## config.mk

```make
export PLATFORM = sky130hd
export DESIGN_NAME = rammodel_req_queue
export DESIGN_NICKNAME = d
export VERILOG_FILES = /design/src/rtl/rammodel_req_queue.sv
export SDC_FILE = /design/constraint.sdc
export NUM_CORES = 1
export LEC_CHECK = 0
export ABC_AREA = 1
export BUFFER_PORTS_ARGS = -buffer_cell sky130_fd_sc_hd__buf_2
export CORE_AREA = 5 5 42 44
export DETAILED_ROUTE_END_ITERATION = 10
export DIE_AREA = 0 0 47 49
export PLACE_DENSITY = 0.72
export RECOVER_POWER = 25
export SLEW_MARGIN = 20
export SYNTH_ARGS = -nofsm -noshare
export SYNTH_HDL_FRONTEND = slang
export SYNTH_SLANG_ARGS = --single-unit
```

## constraint.sdc

```tcl
create_clock -name clk -period 2.45 [get_ports clk]
set_input_delay 0 -clock clk [delete_from_list [all_inputs] [get_ports clk]]
set_output_delay 0 -clock clk [all_outputs]
set_load 0.02 [all_outputs]
```

## src/rtl/rammodel_req_queue.sv

```systemverilog
`timescale 1ns/1ps
`default_nettype none

module rammodel_req_queue #(
    parameter type payload_t = logic,
    parameter int  depth     = 4
) (
    input  logic     clk,
    input  logic     rst,

    input  logic     in_valid,
    output logic     in_ready,
    input  payload_t in_data,

    output logic     out_valid,
    input  logic     out_ready,
    output payload_t out_data
);

    localparam int ptr_width = (depth > 1) ? $clog2(depth) : 1;
    localparam int cnt_width = $clog2(depth + 1);

    payload_t buffer [depth];

    logic [ptr_width-1:0] wr_ptr;
    logic [ptr_width-1:0] rd_ptr;
    logic [cnt_width-1:0] count;

    logic push;
    logic pop;

    assign in_ready  = count != cnt_width'(depth);
    assign out_valid = count != '0;
    assign out_data  = buffer[rd_ptr];   // oldest entry

    assign push = in_valid && in_ready;
    assign pop  = out_valid && out_ready;

    always_ff @(posedge clk) begin
        if (push) begin
            buffer[wr_ptr] <= in_data;
        end
    end

    always_ff @(posedge clk) begin
        if (rst) begin
            wr_ptr <= '0;
            rd_ptr <= '0;
            count  <= '0;
        end else begin
            if (push) begin
                wr_ptr <= (wr_ptr == ptr_width'(depth - 1)) ? '0 : wr_ptr + 1'b1;
            end
            if (pop) begin
                rd_ptr <= (rd_ptr == ptr_width'(depth - 1)) ? '0 : rd_ptr + 1'b1;
            end
            if (push && !pop) begin
                count <= count + 1'b1;
            end else if (pop && !push) begin
                count <= count - 1'b1;
            end
        end
    end

endmodule

`default_nettype wire

```

==> impl_metrics.ini <==
[clock_network]
postCtsResizedCells = 0
cts-root-buf = clkbuf_4
clk_latency_ns = 0.27
cts_inserted_buffers = 3
path_clk_slew_ns = 0.07
h-tree-depth = 1
cts_tree = yes
clock_sinks = 13
clockBufferDepth = 2

[route]
viasPerCell = 4.61
first_pass_iters = 4
vias = 503
wl_per_cell_um = 8.86
post-route-drc-count = 0
drt-initial-drc-count = 3
routed_wl_um = 966
ant_nets = 0

[power_and_ir_drop]
leakagePower_nw = 0.377
p_sw_share_pct = 40.5
pwr-share-seq_pct = 40.3
vdd_drop_max_mv = 0.551
clkPwrFrac_pct = 15.7
p_switching_uw = 328
power.internal_uw = 483
power_density_mw_per_mm2 = 1040
pwr-share-comb_pct = 44.0

[placed_design]
gp_congestion = 0.750
portBuffers = 7
pre_cts_ws_ns = 0.707
place_hpwl_um = 781

[sta]
fmax_mhz = 514
hold_viol_final = 0
min_period_over_period_pct = 79.4
finalCriticalPeriod_ns = 1.94
fin_ws_ns = 0.506
slew_violations = 0
setup_viol = 0
slew_headroom_pct = 77.4
fin_worst_skew_ns = 0.00296
rsz0062_at_grt = no
worstMarginPinSlew_ns = 0.338
fin_tns_setup_ns = 0

[synth]
synth_xor_area_share_pct = 1.28
synth_top_area_share_pct = 26.2
ys_warn_count = 0
yosysMostFrequentCell = nor2_1
synth-edff-count = 4
syn_inst = 80
seq_area_frac_synth_pct = 43.7
ys_seq_elements = 13
synth-main-ff-cell = dfxtp_1
synth_fp_nets = 92
synth-simple-area-share_pct = 28.6
ys_types = 18
synth_top_family_by_area = simple AND/OR/NAND/NOR gates
synthMuxAreaShare_pct = 0
async_reset_ff_share_pct = 0
synth.avg_cell_area_sq_um = 8.59
synth_top_area_cell = dfxtp_1
syn_area_sq_um = 687
synth_compound_area_share_pct = 4.37
synth.top_cells.by_area = dfxtp_1, edfxtp_1, ha_1
synthAdderAreaFrac_pct = 13.8
synth_common_cells = nor2_1, inv_1, nand2_1

[cells_and_area]
nets = 106
drive_above_1_share_pct = 18.3
area_growth_pct = 13.5
antennaDiodeCount = 0
num-fill-cells = 144

[critical_path]
cp.arrival_ns = 2.11
path_class = flop to flop
worstSetupEndpointType = flop
slowest_delay_ns = 0.41
critPathBufInv = 2
crit_slowest_cell = fa_1
path_cells = nor2_1 -> nand2_4 -> nand2_4 -> inv_2 -> ha_1 -> inv_1 -> fa_1 -> o21ai_0 -> nor2_1
cp_top_family = adder cells
critPathLaunchType = flop
critPathMaxFanout = 7
required_ns = 2.62

[grt]
grt_antenna_before_repair = 0
grt_pass1_vias = 434
grt_max_degree = 8
grt_pass1_wl_um = 1610
grt.total_usage_pct = 9.69
grt-ovfl-total = 0

[hold_path]
hp-class = primary input to flop

[floorplan]
initial_core_util_pct = 49.0
fp.coreArea_sq_mm = 0.00140
rows = 14
die_height_um = 49
io_pins = 8
die-width_um = 47
dieArea_sq_mm = 0.00230

[outcome]
status = complete, no violations

[flow_run]
maxCapViolCount = 0
==> kinds of logic (layout without fill, tap and decap cells) <==
group	Yosys count	after routing
DFF	13	13
adders and majority gates	7	7
and+or+nand+nor	38	38
buffers and inverters	15	28
AOI/OAI and AO/OA	6	6
xor gates and xnor gates	1	1
==> worst register-to-register path: stages, from the launching register on <==
cell,delay [ns]
dfxtp_1,0.34
nor2_1,0.30
nand2_4,0.11
nand2_4,0.11
inv_2,0.04
ha_1,0.21
inv_1,0.09
fa_1,0.41
o21ai_0,0.17
nor2_1,0.06
==> path summary, 6_finish.rpt <==
| path | start | endpoint | slack [ns] | cells after the start |
|---|---|---|---|---|
| worst max-delay path | count[1] | count[1] | 0.51 | 9 |
| worst min-delay path | in_valid | wr_ptr[1] | 0.05 | 3 |
| worst max register to register | count[1] | count[1] | 0.51 | 9 |
| worst min register to register | rd_ptr[1] | flop | 0.53 | 2 |
==> cells in the final DEF, fill, tap and decap left out <==
master / count
nor2_2: 2
nand3_1: 1
fa_1: 1
edfxtp_1: 4
nand4_1: 1
buf_2: 6
inv_2: 2
nand2_1: 10
clkbuf_1: 2
o21ai_0: 3
dfxtp_1: 9
inv_1: 13
clkbuf_4: 3
a21oi_1: 2
ha_1: 6
nand3b_1: 2
dlygate4sd3_1: 2
nor2_1: 18
nand2_4: 4
xor2_1: 1
o21ai_1: 1
==> what timing repair did <==
action,in CTS,in global routing
hold buffers,2,0
buffers inserted,0,0
endpoints found under the hold margin,5,0
==> metrics by stage <==
step	total power [mW]	util, %	cells	cell area, sq um	hold slack (ns)
2_1_floorplan	0.619	-	80	687	0.0724
3_3_place_gp	0.687	52.9	103	742	0.172
3_5_place_dp	0.701	52.9	103	742	0.179
4_1_cts	0.834	56.3	109	788	0.0515
5_1_grt	0.888	55.6	109	779	0.0625
6_report	0.811	55.6	109	779	0.0455
==> power by group through the flow <==
stage	clock network (mW)	logic [mW]	registers [mW]
finish	0.128	0.357	0.326
global route	0.144	0.409	0.335
CTS	0.131	0.369	0.333
detailed placement	0	0.363	0.338
global placement	0	0.351	0.336
floorplan	0	0.291	0.328
==> cell type report <==
class | count | area [sq um] | share of cell area, %
Clock buffer | 4 | 26.3 | 3.37
Inverter | 15 | 56.3 | 7.22
Sequential cell | 13 | 300 | 38.5
Tap cell | 16 | 20.0 | 2.57
Multi-Input combinational cell | 52 | 323 | 41.4
Timing Repair Buffer | 9 | 53.8 | 6.90
==> metal layers <==
layer / part of all wire, % / global-route usage [%] / vias to the layer above / wire length (um)
met5: 0 / 0 / - / 0
met4: 3.3 / 6.91 / 0 / 32
met3: 4.3 / 2.58 / 5 / 42
met2: 49 / 14.7 / 7 / 474
met1: 43 / 11.2 / 219 / 417
li1: - / - / 272 / -
Note: power is estimated with default switching activity, not from simulation.
