File: src/rtl/rammodel_axi_pkg.sv
package rammodel_axi_pkg;

    // AXI field widths
    localparam int id_width   = 4;
    localparam int addr_width = 32;
    localparam int data_width = 32;
    localparam int strb_width = data_width / 8;
    localparam int len_width  = 8;

    // one queued address request, shared by AR and AW
    typedef struct packed {
        logic [id_width-1:0]   id;
        logic [addr_width-1:0] addr;
        logic [len_width-1:0]  len;   // beats minus one
    } axi_req_t;

endpackage

File: src/rtl/rammodel_cfg_pkg.sv
package rammodel_cfg_pkg;

    // storage geometry
    localparam int mem_words      = 1024;   // depth in beats
    localparam int mem_addr_width = 10;

    // timing model delays, in clock cycles
    localparam int r_delay = 25;   // read accept to first beat
    localparam int w_delay = 3;    // wlast to write response

    localparam int queue_depth = 4;   // per request queue

endpackage

File: src/rtl/rammodel_tm_fixed.sv
`timescale 1ns/1ps
`default_nettype none

module rammodel_tm_fixed (
    input  logic                                   clk,
    input  logic                                   rst,

    // read request queue head
    input  logic                                   rq_valid,
    output logic                                   rq_ready,
    input  logic [rammodel_axi_pkg::id_width-1:0]  rq_id,
    input  logic [rammodel_axi_pkg::len_width-1:0] rq_len,

    // write request queue head
    input  logic                                   wq_valid,
    output logic                                   wq_ready,
    input  logic [rammodel_axi_pkg::id_width-1:0]  wq_id,

    input  logic                                   wvalid,
    output logic                                   wready,
    input  logic                                   wlast,

    output logic                                   bvalid,
    input  logic                                   bready,
    output logic [rammodel_axi_pkg::id_width-1:0]  bid,

    output logic                                   rvalid,
    input  logic                                   rready,
    output logic                                   rlast,
    output logic [rammodel_axi_pkg::id_width-1:0]  rid,

    // strobes to the data store
    output logic                                   rd_start,
    output logic                                   rd_step,
    output logic                                   wr_start,
    output logic                                   wr_step
);

    localparam int rcnt_width = $clog2(rammodel_cfg_pkg::r_delay + 2);
    localparam int wcnt_width = $clog2(rammodel_cfg_pkg::w_delay + 2);

    logic rd_busy;   // read burst held
    logic wr_busy;   // write burst held
    logic wr_done;   // wlast seen, waiting on B

    logic [rcnt_width-1:0] rcnt;
    logic [wcnt_width-1:0] wcnt;

    logic [rammodel_axi_pkg::len_width-1:0] rlen;   // beats left minus one
    logic [rammodel_axi_pkg::id_width-1:0]  rid_q;
    logic [rammodel_axi_pkg::id_width-1:0]  bid_q;

    // read side
    assign rq_ready = !rd_busy;
    assign rd_start = rq_valid && !rd_busy;
    assign rvalid   = rd_busy && rcnt == '0;
    assign rlast    = rd_busy && rlen == '0;
    assign rid      = rid_q;
    assign rd_step  = rvalid && rready;

    always_ff @(posedge clk) begin
        if (rst) begin
            rd_busy <= 1'b0;
            rcnt    <= '0;
        end else if (rd_start) begin
            rd_busy <= 1'b1;
            rcnt    <= rcnt_width'(rammodel_cfg_pkg::r_delay);
        end else begin
            if (rcnt != '0) begin
                rcnt <= rcnt - 1'b1;
            end
            if (rd_step && rlast) begin
                rd_busy <= 1'b0;   // slot frees after last beat
            end
        end
    end

    always_ff @(posedge clk) begin
        if (rd_start) begin
            rlen  <= rq_len;
            rid_q <= rq_id;
        end else if (rd_step) begin
            rlen <= rlen - 1'b1;
        end
    end

    // write side
    assign wq_ready = !wr_busy;
    assign wr_start = wq_valid && !wr_busy;
    assign wready   = wr_busy && !wr_done;
    assign wr_step  = wvalid && wready;
    assign bvalid   = wr_done && wcnt == '0;
    assign bid      = bid_q;

    always_ff @(posedge clk) begin
        if (rst) begin
            wr_busy <= 1'b0;
            wr_done <= 1'b0;
            wcnt    <= '0;
        end else begin
            if (wr_start) begin
                wr_busy <= 1'b1;
            end
            if (wr_step && wlast) begin
                wr_done <= 1'b1;
                wcnt    <= wcnt_width'(rammodel_cfg_pkg::w_delay);
            end else if (wcnt != '0) begin
                wcnt <= wcnt - 1'b1;
            end
            if (bvalid && bready) begin
                wr_busy <= 1'b0;
                wr_done <= 1'b0;
            end
        end
    end

    always_ff @(posedge clk) begin
        if (wr_start) begin
            bid_q <= wq_id;
        end
    end

endmodule

`default_nettype wire

File: config.mk
export PLATFORM = sky130hd
export DESIGN_NAME = rammodel_tm_fixed
export DESIGN_NICKNAME = d
export VERILOG_FILES = /design/src/rtl/rammodel_axi_pkg.sv /design/src/rtl/rammodel_cfg_pkg.sv /design/src/rtl/rammodel_tm_fixed.sv
export SDC_FILE = /design/constraint.sdc
export NUM_CORES = 1
export LEC_CHECK = 0
export BUFFER_PORTS_ARGS = -buffer_cell sky130_fd_sc_hd__buf_4
export CAP_MARGIN = 40
export CORE_UTILIZATION = 51
export CTS_BUF_LIST = sky130_fd_sc_hd__clkbuf_4
export DETAILED_ROUTE_END_ITERATION = 12
export PLACE_DENSITY = 0.81
export SYNTH_ARGS = -nofsm -noshare
export SYNTH_HDL_FRONTEND = slang
export SYNTH_SLANG_ARGS = --single-unit
export TNS_END_PERCENT = 5
File: constraint.sdc
create_clock -name clk -period 1.86 [get_ports clk]
set_input_delay 0.279 -clock clk [delete_from_list [all_inputs] [get_ports clk]]
set_output_delay 0.279 -clock clk [all_outputs]
set_load 0.05 [all_outputs]
==> flow_summary.toml <==
[clock_network]
clk_pin_slew_ns = 0.15
clock_sinks = 27
cts_made_buffers = 3
clk_latency_ns = 0.33
cts_hold_buf = 0
cts_tree = "yes"
cts_htree_levels = 1
root_buffer = "clkbuf_4"
cts.path.max_buffers = 2

[critical_path]
end_kind = "primary output"
cp_cell_sequence = "or4_4 -> nor4_4 -> buf_6"
crit_arrival_ns = 1.75
path_buf_inv = 1
path_max_fanout = 3
reg2reg_from = "rlen[4]"
cp_top_family = "simple AND/OR/NAND/NOR gates"
start_kind = "flip-flop"
worstPathRequired_ns = 1.58
cp_slowest_cell = "or4_4"
worstSetupPathType = "reg -> out"
critPathMaxStageDelay_ns = 0.53
critical_path.startpoint = "rlen[4]"

[logic_synthesis]
yosysTopAreaCell = "edfxtp_1"
synth.cell_area_sq_mm = 0.001257
syn_nets = 145
synth_cell_types = 32
synth_warnings = 0
yosys-top-cells-area = "edfxtp_1 38%, dfxtp_1 18%, ha_1 5.0%, xnor2_1 4.9%, inv_1 3.9%"
syn_inst = 116
synth.top_cell.area_share_pct = 38.21
syn_avg_cell_area_sq_um = 10.84
ys_seq_area_share_pct = 55.72
ys_seq_elements = 27

[timing]
worstMarginPinSlew_ns = 0.4309
period_minus_slack_ns = 2.033
period_share_pct = 109.3
final-setup-viol-count = 4
relSlewSlack_pct = 70.53
timing.fmax_ghz = 0.4919
rsz0062_at_grt = "yes"
final_max_slew_viol_count = 0
timing.final.ws_setup_ns = -0.1731
fin_skew_ns = 0.01082
timing_hold_violations_final = 0

[place]
placed_cells_incl_taps = 186
routabilityCongestion = 0.8569
portBuffers = 41
dpl.hpwl_um = 2054

[floorplan]
ios = 42
dieWidth_um = 51.66
initial_core_util_pct = 55.25
die_area_sq_mm = 0.002668
core_sq_mm = 0.002276
die_y_um = 51.66
num_rows = 17

[job]
cap_violations = 0

[worst_hold_path]
min_from = "rq_id[3]"
timing.hold.worst.class = "in -> reg"

[detailed_routing]
wirelength_um = 2879
drcViolationCount = 0
viasPerCell = 5.487
wl_per_cell_um = 14.92
antenna_left = 0
vias = 1059
drt_iter0_drc = 23
firstDrtPassIters = 4

[pwr]
ir_worst_vdd_v = 0.0007594
p_leak_nw = 0.7268
total_power_mw = 1.735
p_per_area_mw_per_mm2 = 1013

[status]
status = "finished, violations left"
violations = "setup timing"

[layout]
area.growth.synth_to_final_pct = 36.22
final_cell_mix = "45 x buf_4, 16 x edfxtp_1, 13 x inv_1"
drive_gt1_share_pct = 35.76
final.fill_count = 152
regArea_sq_um = 700.7
antennaDiodeCount = 0
stdcell_count = 193
multi_input_area_sq_um = 528.0
final_common_cell = "buf_4"
finish.utilization_pct = 75.26
fin_nets = 195

[global_routing]
grt_max_degree = 17
grtUsageTotal_pct = 24.14
grt_pass1_wl_um = 4629
antenna_found_initial = 0
grt_pass1_vias = 1044
grt.overflow.total = 0
power by group:
part | leakage, nW | switching [mW] | internal [mW]
sequential | 0.244 | 0.0766 | 0.735
combinational | 0.465 | 0.347 | 0.315
clock | 0.0183 | 0.178 | 0.0840
cell usage after synthesis, drive strengths merged:
library cell,count
edfxtp,16
inv,13
dfxtp,11
a21oi,7
nor2,7
xnor2,7
nand2,6
ha,5
o21ai,5
a31oi,3
nand2b,3
nor2b,3
or3,3
or4,3
a2111oi,2
a211oi,2
and2,2
buf,2
nor3,2
nor4,2
o211ai,2
o31ai,2
and3,1
and3b,1
clkbuf,1
mux2,1
nand3,1
nor3b,1
nor4b,1
or2,1
area by class of cell:
cell class                 instances  area share, %
clock inverter                     1         0.3652
multi-input combinational         73          30.83
timing repair buffer              48          21.69
clock buffer                       3          1.315
inverter                          13          2.849
sequential                        27          40.91
tap                               28          2.045
per-stage QoR:
| step | hold slack, ns | setup slack, ns | TNS (ns) | cell area, sq um |
|---|---|---|---|---|
| after floorplan | 0.3687 | -0.05453 | -0.08498 | 1277 |
| after global placement | 0.4585 | 0.1003 | 0 | 1634 |
| after detailed placement | 0.4582 | -0.01391 | -0.1095 | 1634 |
| after CTS | 0.1045 | -0.1409 | -0.1646 | 1702 |
| after global routing | 0.09397 | -0.2301 | -0.5082 | 1713 |
| final | 0.1079 | -0.1731 | -0.2514 | 1713 |
flip-flops by register name, indices dropped and copies added, names as in the netlist:
name	count
bid	4
rcnt	5
rd_busy	1
rid	4
rlen	8
wcnt	3
wr_busy	1
wr_done	1
routing by layer:
layer	GRT usage (%)	up-vias	routed length, um
met5	0	-	0
met1	29.38	492	1297
met2	42.21	41	1378
met3	4.678	9	153
met4	8.559	0	49
li1	-	517	-
cell families (layout without fill, tap and decap cells):
logic type | count (synthesis) | count (layout) | synth area share (%)
AOI/OAI and AO/OA | 23 | 23 | 11.24
and+or+nand+nor | 37 | 37 | 17.11
adders and majority gates | 5 | 5 | 4.975
muxes | 1 | 1 | 0.8955
buffers and inverters | 16 | 65 | 5.174
xor gates and xnor gates | 7 | 7 | 4.876
DFF | 27 | 27 | 55.72
final timing paths:
check / endpoint / slack (ns) / depth (start not counted)
setup / recovery: rlast / -0.17 / 3
hold / removal: rid[3] / 0.11 / 1
setup reg to reg: rlen[7] / -0.01 / 4
hold reg to reg: wr_done / 0.54 / 2
worst register-to-register path, stage by stage, from the launching register on:
cell and delay, ns:
edfxtp_1 0.47, or4_4 0.53, buf_4 0.17, or4_1 0.47, nand3_1 0.10
what timing repair did:
item	in CTS	in global routing
resized for setup	3	3
setup endpoints to repair	11	5
pin swaps	2	0
buffers inserted	3	0
(Power assumes the default switching activity.)
